### config.mk
export PLATFORM = sky130hd
export DESIGN_NAME = tdc_top
export DESIGN_NICKNAME = d
export VERILOG_FILES = /design/src/design/tdc_pkg.sv /design/src/design/tdc_sample_deser.sv /design/src/design/tdc_controller.sv /design/src/design/tdc_word_broker.sv /design/src/design/tdc_top.sv
export SDC_FILE = /design/constraint.sdc
export NUM_CORES = 1
export LEC_CHECK = 0
export BUFFER_PORTS_ARGS = -buffer_cell sky130_fd_sc_hd__buf_2
export CORE_MARGIN = 2
export CORE_UTILIZATION = 56
export DETAILED_ROUTE_END_ITERATION = 6
export PLACE_DENSITY = 0.79
export SETUP_SLACK_MARGIN = 0.05
export SYNTH_ARGS = -nofsm -noshare
export SYNTH_HDL_FRONTEND = slang
export SYNTH_HIERARCHICAL = 1
export SYNTH_SLANG_ARGS = --single-unit
### constraint.sdc
create_clock -name CLK -period 3.4 [get_ports CLK]
set_input_delay 0.17 -clock CLK [delete_from_list [all_inputs] [get_ports CLK]]
set_output_delay 0.17 -clock CLK [all_outputs]
set_load 0.02 [all_outputs]
### src/design/tdc_pkg.sv
// TDC shared definitions
// Hit status and mux address codes, controller state codes and the
// tagged output word formats
`default_nettype none

package tdc_pkg;

	// Hit information of one sample word
	typedef enum logic [1:0] {
		HS_IDLE   = 2'd0,
		HS_HIT    = 2'd1,
		HS_MISSED = 2'd2
	} hit_status_e;

	// Input multiplexer addresses
	typedef enum logic [1:0] {
		MUX_TRIG  = 2'd0,
		MUX_SIG   = 2'd1,
		MUX_SIG_B = 2'd2,
		MUX_CALIB = 2'd3
	} mux_addr_e;

	localparam int STATE_BITS_DEF = 4;

	// Controller state codes, also used as word tags
	localparam int ST_IDLE      = 0;
	localparam int ST_IDLE_TRIG = 1;
	localparam int ST_TRIGGERED = 2;
	localparam int ST_RIS_EDGE  = 3;
	localparam int ST_FAL_EDGE  = 4;
	localparam int ST_MISSED    = 6;
	localparam int ST_CALIB     = 7;
	localparam int ST_CALIB_HIT = 8;
	localparam int ST_RESET     = 9;

	// Fine position, enough for sample words up to 32 bits
	localparam int FINE_BITS = 5;

	typedef logic [STATE_BITS_DEF-1:0] tag_t;

	typedef struct packed {
		hit_status_e          status;
		logic [FINE_BITS-1:0] fine;
	} hit_info_t;

	// Kind bit sits at bit 0 in both views
	typedef struct packed {
		tag_t                 tag;
		logic [31:0]          coarse;
		logic [FINE_BITS-1:0] fine;
		logic [5:0]           rsvd;
		logic                 kind;
	} event_word_t;

	typedef struct packed {
		tag_t        tag;
		logic [31:0] event_cnt;
		logic [7:0]  miss_cnt;
		logic [2:0]  rsvd;
		logic        kind;
	} status_word_t;

	typedef union packed {
		event_word_t  evt;
		status_word_t stat;
	} tdc_word_u;

endpackage

`default_nettype wire

### src/design/tdc_sample_deser.sv
// TDC sample deserializer
// Picks one delay-line word through the input mux and reduces it to a
// registered hit status and fine position
`default_nettype none

module tdc_sample_deser #(
	parameter int sample_bits = 16
) (
	input  logic                   CLK,
	input  logic                   rst,
	input  logic [sample_bits-1:0] trig_samples,
	input  logic [sample_bits-1:0] sig_samples,
	input  logic [sample_bits-1:0] calib_samples,
	input  logic                   samples_valid,
	input  tdc_pkg::mux_addr_e     mux_addr,
	output tdc_pkg::hit_info_t     hit_info,
	output logic                   tdl_ok
);

	logic [3:0]                      last_bit;
	logic [sample_bits-1:0]          sel_word;
	logic                            sel_prev;
	logic [sample_bits-1:0]          rise;
	logic                            multi;
	logic [tdc_pkg::FINE_BITS-1:0]   first_idx;
	tdc_pkg::hit_status_e            status_d;
	tdc_pkg::hit_status_e            status_q;
	logic [tdc_pkg::FINE_BITS-1:0]   fine_q;

	// Input mux, inverted signal finds falling edges
	always_comb begin
		case (mux_addr)
			tdc_pkg::MUX_TRIG:  sel_word = trig_samples;
			tdc_pkg::MUX_SIG:   sel_word = sig_samples;
			tdc_pkg::MUX_SIG_B: sel_word = ~sig_samples;
			default:            sel_word = calib_samples;
		endcase
		sel_prev = last_bit[mux_addr];
	end

	// Bit 0 is the earliest sample, previous word's last bit precedes it
	assign rise = sel_word & ~{sel_word[sample_bits-2:0], sel_prev};

	// More than one set bit in the transition vector
	assign multi = |(rise & (rise - 1'b1));

	// Priority search, lowest transition wins
	always_comb begin
		first_idx = '0;
		for (int i = sample_bits - 1; i >= 0; i--) begin
			if (rise[i])
				first_idx = tdc_pkg::FINE_BITS'(i);
		end
	end

	always_comb begin
		if (!samples_valid || rise == '0)
			status_d = tdc_pkg::HS_IDLE;
		else if (multi)
			status_d = tdc_pkg::HS_MISSED;
		else
			status_d = tdc_pkg::HS_HIT;
	end

	// Edge continuity per selection
	always_ff @(posedge CLK) begin
		if (rst) begin
			last_bit <= '0;
		end else if (samples_valid) begin
			last_bit[tdc_pkg::MUX_TRIG]  <= trig_samples[sample_bits-1];
			last_bit[tdc_pkg::MUX_SIG]   <= sig_samples[sample_bits-1];
			last_bit[tdc_pkg::MUX_SIG_B] <= ~sig_samples[sample_bits-1];
			last_bit[tdc_pkg::MUX_CALIB] <= calib_samples[sample_bits-1];
		end
	end

	always_ff @(posedge CLK) begin
		if (rst) begin
			status_q <= tdc_pkg::HS_IDLE;
			tdl_ok   <= 1'b0;
		end else begin
			status_q <= status_d;
			tdl_ok   <= samples_valid;
		end
	end

	always_ff @(posedge CLK) begin
		fine_q <= first_idx;
	end

	assign hit_info = '{status: status_q, fine: fine_q};

endmodule

`default_nettype wire

### src/design/tdc_controller.sv
// TDC main state machine
// Drives the input mux and the coarse counter, handles arming,
// calibration and trigger-distance mode, and counts events and misses
`default_nettype none

module tdc_controller #(
	parameter int state_bits = 4
) (
	input  logic                  CLK,
	input  logic                  rst,
	input  tdc_pkg::hit_info_t    hit_info,
	input  logic                  tdl_ok,
	input  logic                  arm_flag,
	input  logic                  en,
	input  logic                  en_arm_mode,
	input  logic                  en_calib_mode,
	input  logic                  en_write_trigger_distance,
	output logic                  counter_count,
	output logic                  counter_reset,
	output logic [state_bits-1:0] tdc_state,
	output logic [7:0]            miss_cnt,
	output logic [31:0]           event_cnt,
	output tdc_pkg::mux_addr_e    mux_addr
);

	// State codes at the local width
	localparam logic [state_bits-1:0] S_IDLE      = state_bits'(tdc_pkg::ST_IDLE);
	localparam logic [state_bits-1:0] S_IDLE_TRIG = state_bits'(tdc_pkg::ST_IDLE_TRIG);
	localparam logic [state_bits-1:0] S_TRIGGERED = state_bits'(tdc_pkg::ST_TRIGGERED);
	localparam logic [state_bits-1:0] S_RIS_EDGE  = state_bits'(tdc_pkg::ST_RIS_EDGE);
	localparam logic [state_bits-1:0] S_FAL_EDGE  = state_bits'(tdc_pkg::ST_FAL_EDGE);
	localparam logic [state_bits-1:0] S_MISSED    = state_bits'(tdc_pkg::ST_MISSED);
	localparam logic [state_bits-1:0] S_CALIB     = state_bits'(tdc_pkg::ST_CALIB);
	localparam logic [state_bits-1:0] S_CALIB_HIT = state_bits'(tdc_pkg::ST_CALIB_HIT);
	localparam logic [state_bits-1:0] S_RESET     = state_bits'(tdc_pkg::ST_RESET);

	logic [state_bits-1:0] state;
	logic [state_bits-1:0] state_next;
	logic                  hit;
	logic                  armed;
	logic                  arm_latch;
	logic                  event_done;

	assign tdc_state = state;
	assign hit = (hit_info.status == tdc_pkg::HS_HIT) && tdl_ok;
	assign armed = en_arm_mode ? arm_latch : 1'b1;

	// Mux address and counter control follow the state directly
	always_comb begin
		mux_addr      = tdc_pkg::MUX_TRIG;
		counter_reset = 1'b1;
		counter_count = 1'b0;
		case (state)
			S_IDLE:      mux_addr = tdc_pkg::MUX_SIG;
			S_IDLE_TRIG: mux_addr = tdc_pkg::MUX_TRIG;
			S_TRIGGERED: begin
				mux_addr      = tdc_pkg::MUX_SIG;
				counter_reset = 1'b0;
				counter_count = 1'b1;
			end
			S_RIS_EDGE: begin
				mux_addr      = tdc_pkg::MUX_SIG_B;
				counter_reset = 1'b0;
				counter_count = 1'b1;
			end
			S_FAL_EDGE: begin
				if (en_write_trigger_distance)
					mux_addr = tdc_pkg::MUX_TRIG;
				else
					mux_addr = tdc_pkg::MUX_SIG;
			end
			S_CALIB:     mux_addr = tdc_pkg::MUX_CALIB;
			S_CALIB_HIT: mux_addr = tdc_pkg::MUX_CALIB;
			default:     mux_addr = tdc_pkg::MUX_TRIG;
		endcase
	end

	// Disable and miss override the regular transitions
	always_comb begin
		state_next = state;
		if (!en) begin
			state_next = S_IDLE;
		end else if (hit_info.status == tdc_pkg::HS_MISSED) begin
			state_next = S_MISSED;
		end else begin
			case (state)
				S_IDLE: begin
					if (en_calib_mode)
						state_next = S_CALIB;
					else if (en_write_trigger_distance)
						state_next = S_IDLE_TRIG;
					else if (armed && hit)
						state_next = S_RIS_EDGE;
				end
				S_IDLE_TRIG: begin
					if (en_calib_mode)
						state_next = S_CALIB;
					else if (!en_write_trigger_distance)
						state_next = S_IDLE;
					else if (armed && hit)
						state_next = S_TRIGGERED;
				end
				S_TRIGGERED: begin
					if (hit)
						state_next = S_RIS_EDGE;
				end
				S_RIS_EDGE: begin
					if (hit)
						state_next = S_FAL_EDGE;
				end
				S_FAL_EDGE: begin
					if (en_write_trigger_distance)
						state_next = S_IDLE_TRIG;
					else
						state_next = S_IDLE;
				end
				S_CALIB: begin
					if (!en_calib_mode)
						state_next = S_IDLE_TRIG;
					else if (hit)
						state_next = S_CALIB_HIT;
				end
				S_CALIB_HIT: state_next = S_CALIB;
				S_MISSED:    state_next = S_IDLE_TRIG;
				S_RESET:     state_next = S_IDLE_TRIG;
				default:     state_next = S_RESET;
			endcase
		end
	end

	// A sequence completes when falling edge goes back to an idle state
	assign event_done = (state == S_FAL_EDGE) &&
		((state_next == S_IDLE) || (state_next == S_IDLE_TRIG));

	always_ff @(posedge CLK) begin
		if (rst)
			state <= S_RESET;
		else
			state <= state_next;
	end

	// Arm latch, consumed by a completed falling edge
	always_ff @(posedge CLK) begin
		if (rst || state == S_FAL_EDGE)
			arm_latch <= 1'b0;
		else if (arm_flag)
			arm_latch <= 1'b1;
	end

	always_ff @(posedge CLK) begin
		if (rst || state == S_RESET) begin
			event_cnt <= '0;
			miss_cnt  <= '0;
		end else begin
			if (event_done)
				event_cnt <= event_cnt + 32'd1;
			if (state == S_MISSED)
				miss_cnt <= miss_cnt + 8'd1;
		end
	end

endmodule

`default_nettype wire

### src/design/tdc_word_broker.sv
// TDC word broker
// Keeps the coarse counter and turns state entries of the controller
// into tagged event and status words
`default_nettype none

module tdc_word_broker #(
	parameter int state_bits = 4
) (
	input  logic                          CLK,
	input  logic                          rst,
	input  logic [state_bits-1:0]         tdc_state,
	input  logic                          counter_count,
	input  logic                          counter_reset,
	input  logic [tdc_pkg::FINE_BITS-1:0] fine,
	input  logic [31:0]                   event_cnt,
	input  logic [7:0]                    miss_cnt,
	output logic                          word_valid,
	output tdc_pkg::tdc_word_u            word
);

	logic [31:0]                   coarse;
	logic [state_bits-1:0]         prev_state;
	logic [tdc_pkg::FINE_BITS-1:0] fine_q;
	logic                          entered;
	logic                          is_event;
	logic                          is_miss;
	tdc_pkg::tdc_word_u            word_d;

	// Coarse counter under controller control
	always_ff @(posedge CLK) begin
		if (rst || counter_reset)
			coarse <= '0;
		else if (counter_count)
			coarse <= coarse + 32'd1;
	end

	always_ff @(posedge CLK) begin
		if (rst)
			prev_state <= state_bits'(tdc_pkg::ST_RESET);
		else
			prev_state <= tdc_state;
	end

	// Fine position of the hit that caused the state change
	always_ff @(posedge CLK) begin
		fine_q <= fine;
	end

	assign entered = tdc_state != prev_state;

	always_comb begin
		is_event = (tdc_state == state_bits'(tdc_pkg::ST_TRIGGERED)) ||
			(tdc_state == state_bits'(tdc_pkg::ST_RIS_EDGE)) ||
			(tdc_state == state_bits'(tdc_pkg::ST_FAL_EDGE)) ||
			(tdc_state == state_bits'(tdc_pkg::ST_CALIB_HIT));
		is_miss = tdc_state == state_bits'(tdc_pkg::ST_MISSED);
	end

	always_comb begin
		if (is_miss) begin
			word_d.stat.tag       = tdc_pkg::tag_t'(tdc_state);
			word_d.stat.event_cnt = event_cnt;
			word_d.stat.miss_cnt  = miss_cnt;
			word_d.stat.rsvd      = '0;
			word_d.stat.kind      = 1'b1;
		end else begin
			word_d.evt.tag    = tdc_pkg::tag_t'(tdc_state);
			word_d.evt.coarse = coarse;
			word_d.evt.fine   = fine_q;
			word_d.evt.rsvd   = '0;
			word_d.evt.kind   = 1'b0;
		end
	end

	always_ff @(posedge CLK) begin
		if (rst)
			word_valid <= 1'b0;
		else
			word_valid <= entered && (is_event || is_miss);
	end

	always_ff @(posedge CLK) begin
		if (entered)
			word <= word_d;
	end

endmodule

`default_nettype wire

### src/design/tdc_top.sv
// TDC channel top level
// Deserializer, controller and word broker for one delay-line channel
`default_nettype none

module tdc_top #(
	parameter int sample_bits = 16,
	parameter int state_bits  = tdc_pkg::STATE_BITS_DEF
) (
	input  logic                   CLK,
	input  logic                   rst,
	input  logic [sample_bits-1:0] trig_samples,
	input  logic [sample_bits-1:0] sig_samples,
	input  logic [sample_bits-1:0] calib_samples,
	input  logic                   samples_valid,
	input  logic                   arm_flag,
	input  logic                   en,
	input  logic                   en_arm_mode,
	input  logic                   en_calib_mode,
	input  logic                   en_write_trigger_distance,
	output logic                   word_valid,
	output tdc_pkg::tdc_word_u     word,
	output logic [state_bits-1:0]  tdc_state,
	output logic [31:0]            event_cnt,
	output logic [7:0]             miss_cnt
);

	tdc_pkg::hit_info_t hit_info;
	tdc_pkg::mux_addr_e mux_addr;
	logic               tdl_ok;
	logic               counter_count;
	logic               counter_reset;

	tdc_sample_deser #(
		.sample_bits(sample_bits)
	) u_deser (
		.CLK          (CLK),
		.rst          (rst),
		.trig_samples (trig_samples),
		.sig_samples  (sig_samples),
		.calib_samples(calib_samples),
		.samples_valid(samples_valid),
		.mux_addr     (mux_addr),
		.hit_info     (hit_info),
		.tdl_ok       (tdl_ok)
	);

	tdc_controller #(
		.state_bits(state_bits)
	) u_ctrl (
		.CLK                      (CLK),
		.rst                      (rst),
		.hit_info                 (hit_info),
		.tdl_ok                   (tdl_ok),
		.arm_flag                 (arm_flag),
		.en                       (en),
		.en_arm_mode              (en_arm_mode),
		.en_calib_mode            (en_calib_mode),
		.en_write_trigger_distance(en_write_trigger_distance),
		.counter_count            (counter_count),
		.counter_reset            (counter_reset),
		.tdc_state                (tdc_state),
		.miss_cnt                 (miss_cnt),
		.event_cnt                (event_cnt),
		.mux_addr                 (mux_addr)
	);

	tdc_word_broker #(
		.state_bits(state_bits)
	) u_broker (
		.CLK          (CLK),
		.rst          (rst),
		.tdc_state    (tdc_state),
		.counter_count(counter_count),
		.counter_reset(counter_reset),
		.fine         (hit_info.fine),
		.event_cnt    (event_cnt),
		.miss_cnt     (miss_cnt),
		.word_valid   (word_valid),
		.word         (word)
	);

endmodule

`default_nettype wire

==> results of run 1 <==
==> worst max-delay path: stages (launching register included) <==
cell and delay, ns:
dfxtp_1 0.38, o21ai_0 0.23, a21oi_2 0.14, o21ai_4 0.29, nor2b_1 0.08, a211o_1 0.30, and2_1 0.20, a2111o_1 0.44
a2111o_1 0.47, o21ai_1 0.15, o2111ai_1 0.13, nor2b_1 0.16
==> synth_stat cells, types with 12 or more instances <==
master	n	area [sq um]
nor3_1	12	60.1
nand3_1	36	180
o21ai_0	22	110
a21oi_1	24	120
nor2b_1	22	138
edfxtp_1	45	1350
inv_1	12	45.0
xnor2_1	25	219
mux2i_1	14	140
or3_1	17	106
buf_2	14	70.1
dfxtp_1	98	1960
mux2_2	39	439
o211ai_1	12	90.1
xor2_1	30	263
nor2_1	81	304
clkbuf_1	19	71.3
a211oi_1	15	113
nand4_1	30	188
nand2_1	52	195
==> cells by family after synthesis <==
logic type,count (synthesis),synth area share (%)
other,2,0.101
XOR/XNOR,55,6.47
AND/OR/NAND/NOR,329,24.0
multiplexers,54,8.09
adder cells (fa/ha/maj),3,0.505
AO/OA/AOI/OAI,130,12.4
buffers and inverters,59,3.97
flip-flops,143,44.5
==> registers in the layout, summed over array words and instances (netlist names), 2 cells and up <==
register and cells:
u_broker/prev_state 4, u_broker/word 45, u_ctrl/tdc_state 4, u_deser/fine_q 4, u_deser/status_q 2, u_deser/last_bit 4, u_ctrl/miss_cnt 8, u_ctrl/event_cnt 32
u_broker/coarse 32, u_broker/fine_q 5
==> area by class of cell <==
type                            count  area share (%)
Sequential cell                   143            37.3
Multi-Input combinational cell    576            43.6
Clock inverter                     10           0.704
Clock buffer                       22            5.45
Inverter                           13           0.549
Tap cell                          176            2.48
Timing Repair Buffer              166            9.94
==> power by group through the flow <==
stage	sequential, mW	clock (mW)	combinational (mW)
5_1_grt	1.97	1.78	0.937
4_1_cts	1.96	1.70	0.846
2_1_floorplan	2.13	0	0.458
3_3_place_gp	1.99	0	0.844
3_5_place_dp	1.99	0	0.842
6_report	1.96	1.68	0.859
==> layer usage <==
| layer | wire length [um] | GRT usage (%) | share of wire (%) |
|---|---|---|---|
| met1 | 7440 | 31.0 | 43 |
| met2 | 8520 | 41.7 | 49 |
| met3 | 1100 | 5.27 | 6.3 |
| met4 | 420 | 9.90 | 2.4 |
| met5 | 0 | 0 | 0 |
==> cells in the final DEF, fill, tap and decap left out, types with 23 or more instances in the layout <==
master,count
a21oi_1,23
buf_2,145
dfxtp_1,97
edfxtp_1,45
mux2_2,39
nand2_1,52
nand3_1,36
nand4_1,30
nor2_1,81
xnor2_1,25
xor2_1,30
==> final timing paths <==
path	from	to	slack, ns	cells after the start
setup / recovery	u_ctrl/tdc_state[1]	u_deser/status_q[1]	0.30	11
hold / removal	arm_flag	u_ctrl/arm_latch	0.03	3
hold reg to reg	u_deser/fine_q[3]	u_broker/fine_q[3]	0.32	0
setup reg to reg	u_ctrl/tdc_state[1]	u_deser/status_q[1]	0.30	11
==> repair_timing <==
action                                  CTS  global route
endpoints found under the setup margin    0             4
resized for setup                         0             4
setup buffers                             0             2
==> metrics.md, run 1 <==
| Metric | Value |
|---|---|
| Status | `finished clean` |
| Fillers | `1034` |
| EDFF count, synth | `45` |
| Vias per inst | `5.81` |
| Non-Filler Instances | `1106` |
| Clk slew on worst S/H paths | `0.06 ns` |
| Area of the multi-input gates | `just under 4000 sq um` |
| GRT Total Usage | `24.7%` |
| Sequential cell area | `approximately 3300 sq um` |
| Final core utilization | `67.9%` |
| Syn avg cell area | `9.60 sq um` |
| Layout area overhead | `19.5%` |
| Max-Cap Viols | `0` |
| Syn Std Cell Area | `7440 sq um` |
| Clock Tree Root | `clkbuf_16` |
| Worst path required time | `approximately 3.7 ns` |
| Routed WL | `17500 um` |
| Worst Tran Pin Value | `0.934 ns` |
| Starting Density | `a little under three fifths` |
| GP Congestion | `approximately 0.87` |
| Max frequency | `roughly 320 MHz` |
| Switching share of power | `27.9%` |
| Sequential share of the synthesized area | `44.5%` |
| Final antenna-violating net count | `0` |
| Congestion Overflow GR | `0` |
| YS warnings | `6` |
| Die X | `roughly 120 um` |
| Setup Skew | `0.0104 ns` |
| Unrepaired setup endpoints after global routing | `false` |
| Num rows | `42` |
| Die H | `119 um` |
| First-pass GRT wire length | `28300 um` |
| Sequential power share | `43.5%` |
| Setup Viol. Count Final | `0` |
| Setup TNS | `0 ns` |
| CTS tree | `yes` |
| Dpl cells | `1071` |
| P_sw | `1.26 mW` |
| CP Class | `reg2reg` |
| Clk_lat worst skew | `about 0.42 ns` |
| Top FF cell, synth | `dfxtp_1` |
| CTS H-Tree Depth | `4` |
| Synth unique cells | `77` |
| Hold violation count in the final report | `0` |
| Share of power burned in combinational logic | `19.1%` |
| Drt initial violations | `418` |
| CTS sink cnt | `143` |
| Die ar. | `14200 sq um` |
| Final hold slack | `approximately 0.027 ns` |
| Cell Pwr Density | `506 nW/um^2` |
| Leak | `between 3 and 4 nW` |
| Gate count after technology mapping | `roughly 780` |
| PnR Total Power | `4.50 mW` |
| Critical Path Sink Type | `flop` |
| Setup ws final | `about 0.3 ns` |
| Dpl hpwl | `12300 um` |
| CTS Buf Count | `17` |
| Placed Instance Area | `8310 sq um` |
| Drt drc | `0` |
| Share of layout cells above drive strength 1 | `28.4%` |
| First-pass DRT Iterations | `5` |
| Crit path launch type | `flop` |
| Initial antenna violation count | `0` |
| Design area | `8890 sq um` |
| Largest net degree at the start of global routing | `44` |
| Seq cells post-synth | `143` |
| DR WL/cell | `15.8 um` |
| Power Internal | `3.24 mW` |
| Vias in the first global route | `5826` |
| Worst Hold Class | `in2reg` |
| CP Max Fanout | `9` |
| Via count | `~6.4k` |
| Post-route minimum period | `3.10 ns` |
| Port Buffers | `between 100 and 150` |
| Rel. slew slack | `37.7%` |
| CP Data Arrival Time | `3.40 ns` |
| Ys async rst share | `0%` |
| Dpl ws | `0.157 ns` |
| Max Slew Vio Count | `0` |
| Core box area | `13100 sq um` |
| Largest vdd supply drop | `0.358 mV` |
| Worst-case clock buffer depth | `2` |
| Clock network fraction of design power | `37.4%` |
| Hold-fix buffer count after cts | `0` |
| N_diodes | `0` |
| Io pins | `between 100 and 150` |
| Total Nets Final | `976` |
| Tcrit/Tclk final | `about nine tenths` |
(Power assumes the default switching activity.)
==> inputs of run 2 (changes only) <==
--- a/config.mk
+++ b/config.mk
@@ -10,6 +10,7 @@
 export CORE_UTILIZATION = 56
 export DETAILED_ROUTE_END_ITERATION = 6
 export PLACE_DENSITY = 0.79
+export REMOVE_ABC_BUFFERS = 1
 export SETUP_SLACK_MARGIN = 0.05
 export SYNTH_ARGS = -nofsm -noshare
 export SYNTH_HDL_FRONTEND = slang
==> run 2 against run 1 <==
Net effect:
- first-iteration DRC count increased by 18%
- clock power increased by 21%
- sequential share of layout area decreased by 0.73 points
- global-route usage increased by 0.16 points
- clock-buffer cell count increased by 4
- combinational power increased by 3.7%
- hold slack got worse by 0.0054 ns
- maximum frequency decreased by 2.8%
- utilization increased by 1.4 points
- die area unchanged
- critical path type unchanged
- sequential cell count unchanged
==> metrics.md, run 2 (synthesis gave the netlist of run 1 again) <==
| Metric | Value |
|---|---|
| Path depth of the worst reg2reg path | `13 (was 11)` |
| R2R setup slack | `0.21 ns (was 0.30 ns)` |
| Total Nets Final | `981 (was 976)` |
| PnR Total Power | `4.88 mW (was 4.50 mW)` |
| Die ar. | `14200 sq um (unchanged)` |
| Max-Cap Viols | `0 (unchanged)` |
| CP Data Arrival Time | `3.49 ns (was 3.40 ns)` |
| Cell Pwr Density | `538 nW/um^2 (was 506 nW/um^2)` |
| Drt initial violations | `495 (was 418)` |
| N_diodes | `0 (unchanged)` |
| Tcrit/Tclk final | `93.8% (was 91.2%)` |
| Worst Hold Class | `in2reg (unchanged)` |
| CTS H-Tree Depth | `4 (unchanged)` |
| Setup Skew | `0.00924 ns (was 0.0104 ns)` |
| Largest vdd supply drop | `0.308 mV (was 0.358 mV)` |
| Hold endpoint | `u_deser/last_bit[3] (was u_ctrl/arm_latch)` |
| Dpl cells | `1075 (was 1071)` |
| Dpl hpwl | `12200 um (was 12300 um)` |
| GRT Total Usage | `24.9% (was 24.7%)` |
| Fillers | `993 (was 1034)` |
| Via count | `6472 (was 6426)` |
| CTS sink cnt | `143 (unchanged)` |
| Clock Tree Root | `clkbuf_16 (unchanged)` |
| Clk slew on worst S/H paths | `0.06 ns (about the same)` |
| Non-Filler Instances | `1111 (was 1106)` |
| Top flop regs | `u_broker/word (45), u_broker/coarse (32), u_ctrl/event_cnt (32) (unchanged)` |
| Most common cell after layout, fill and taps aside | `buf_2 (unchanged)` |
| Largest net degree at the start of global routing | `47 (was 44)` |
| Reg with most FFs | `u_broker/word (unchanged)` |
| Initial antenna violation count | `0 (unchanged)` |
| Final core utilization | `69.4% (was 67.9%)` |
| Die H | `119 um (unchanged)` |
| Share of layout cells above drive strength 1 | `28.9% (was 28.4%)` |
| End of the worst register-to-register path | `u_deser/status_q[1] (unchanged)` |
| Num rows | `42 (unchanged)` |
| Max frequency | `314 MHz (was 323 MHz)` |
| Setup Viol. Count Final | `0 (unchanged)` |
| Routed WL | `17900 um (was 17500 um)` |
| DR WL/cell | `16.1 um (was 15.8 um)` |
| Final antenna-violating net count | `0 (unchanged)` |
| Most frequent cells in the layout | `buf_2, dfxtp_1, nor2_1, nand2_1, edfxtp_1 (unchanged)` |
| Crit path launch type | `flop (unchanged)` |
| CP Class | `reg2reg (unchanged)` |
| GP Congestion | `0.880 (was 0.872)` |
| CP Max Fanout | `9 (unchanged)` |
| Post-route minimum period | `3.19 ns (was 3.10 ns)` |
| Core box area | `13100 sq um (unchanged)` |
| Slowest stage delay, CP | `0.49 ns (was 0.47 ns)` |
| Critical-path cell list | `o21ai_0 -> a21oi_2 -> o21ai_4 -> buf_4 -> buf_4 -> nand2_1 -> o211ai_1 -> and2_1 -> a2111o_1 -> a2111o_1 -> o21ai_1 -> o2111ai_1 -> nor2b_1 (was o21ai_0 -> a21oi_2 -> o21ai_4 -> nor2b_1 -> a211o_1 -> and2_1 -> a2111o_1 -> a2111o_1 -> o21ai_1 -> o2111ai_1 -> nor2b_1)` |
| Hold violation count in the final report | `0 (unchanged)` |
| Port Buffers | `145 (unchanged)` |
| Worst Tran Pin Value | `0.956 ns (was 0.934 ns)` |
| Congestion Overflow GR | `0 (unchanged)` |
| First-pass GRT wire length | `28500 um (was 28300 um)` |
| Clk_lat worst skew | `0.42 ns (about the same)` |
| First-pass DRT Iterations | `7 (was 5)` |
| Hold Path Stages | `3 (unchanged)` |
| Vias in the first global route | `6023 (was 5826)` |
| Die X | `119 um (unchanged)` |
| Io pins | `149 (unchanged)` |
| Min-delay src | `calib_samples[15] (was arm_flag)` |
| Leak | `3.66 nW (was 3.56 nW)` |
| Largest register FFs | `45 (unchanged)` |
| Vias per inst | `5.83 (was 5.81)` |
| Worst-case clock buffer depth | `2 (unchanged)` |
| Starting Density | `56.9% (unchanged)` |
| Status | `finished clean (unchanged)` |
| Critical R2R Launch | `u_ctrl/tdc_state[1] (unchanged)` |
| Layout area overhead | `22.0% (was 19.5%)` |
| Setup TNS | `0 ns (unchanged)` |
| Crit path max-delay family | `compound AO/OA/AOI/OAI gates (unchanged)` |
| Drt drc | `0 (unchanged)` |
| Max Slew Vio Count | `0 (unchanged)` |
| Critical Path Slowest Stage Cell | `a2111o_1 (unchanged)` |
| Critical path buffers and inverters | `2 (was 0)` |
| Critical Path Sink Type | `flop (unchanged)` |
| CTS Buf Count | `17 (unchanged)` |
| CTS tree | `yes (unchanged)` |
| Worst path required time | `3.70 ns (about the same)` |
| Rel. slew slack | `36.3% (was 37.7%)` |
[run 2: cell count changes in the layout (fill, tap and decap cells not counted), moves of 2 or more]
cell and delta:
clkbuf_16 +5, buf_4 +5, clkinv_2 -2, bufinv_16 +2, clkinvlp_4 -2
[run 2: layout make-up]
class	instances	area (sq um)	area share, %
Inverter	13	48.8	0.538
Timing Repair Buffer	171	921	10.1
Clock buffer	26	596	6.56
Clock inverter	6	82.6	0.910
Tap cell	176	220	2.43
Multi-Input combinational cell	576	3890	42.9
Sequential cell	143	3320	36.6
[run 2: power by group]
part           switching, mW  internal (mW)  leakage [nW]
sequential            0.0398           1.92          1.30
clock                  0.679           1.36         0.334
combinational          0.554          0.337          2.02
[run 2: repair_timing]
action                                 CTS  global route
setup endpoints to repair                0             3
endpoints found under the hold margin    0             0
hold buffers                             0             0
setup buffers                            0             3
resized for setup                        0             6
[run 2: metal layers]
metal	vias up	global-route usage, %	share of wire, %
met5	-	0	0
met2	276	42.9	50
li1	3151	-	-
met4	0	8.63	2.3
met1	3010	30.3	41
met3	35	6.27	7.3
[run 2: how the worst max path moves through the flow]
stage                              from             endpoint  slack, ns  cells after the start
floorplan           u_ctrl/tdc_state[2]  u_deser/status_q[1]      -2.57                     10
global placement    u_ctrl/tdc_state[1]  u_deser/status_q[1]       0.25                     11
detailed placement  u_ctrl/tdc_state[1]  u_deser/status_q[1]       0.25                     11
CTS                 u_ctrl/tdc_state[1]  u_deser/status_q[1]       0.21                     11
global route        u_ctrl/tdc_state[2]  u_deser/status_q[1]      -0.01                     14
finish              u_ctrl/tdc_state[1]  u_deser/status_q[1]       0.21                     13
[run 2: worst register-to-register path: stages, from the launching register on]
cell and delay [ns]:
dfxtp_4 0.40, o21ai_0 0.13, a21oi_2 0.32, o21ai_4 0.15, buf_4 0.17, buf_4 0.14
nand2_1 0.06, o211ai_1 0.11, and2_1 0.21, a2111o_1 0.44, a2111o_1 0.49, o21ai_1 0.15
o2111ai_1 0.13, nor2b_1 0.16
[run 2: stage by stage]
step           hold slack, ns  worst slack [ns]  area, sq um
2_1_floorplan           0.242             -2.57         7200
5_1_grt                0.0305           -0.0130         9070
4_1_cts               0.00740             0.211         9020
6_report               0.0211             0.212         9070
3_3_place_gp            0.311             0.251         8340
3_5_place_dp            0.312             0.246         8340
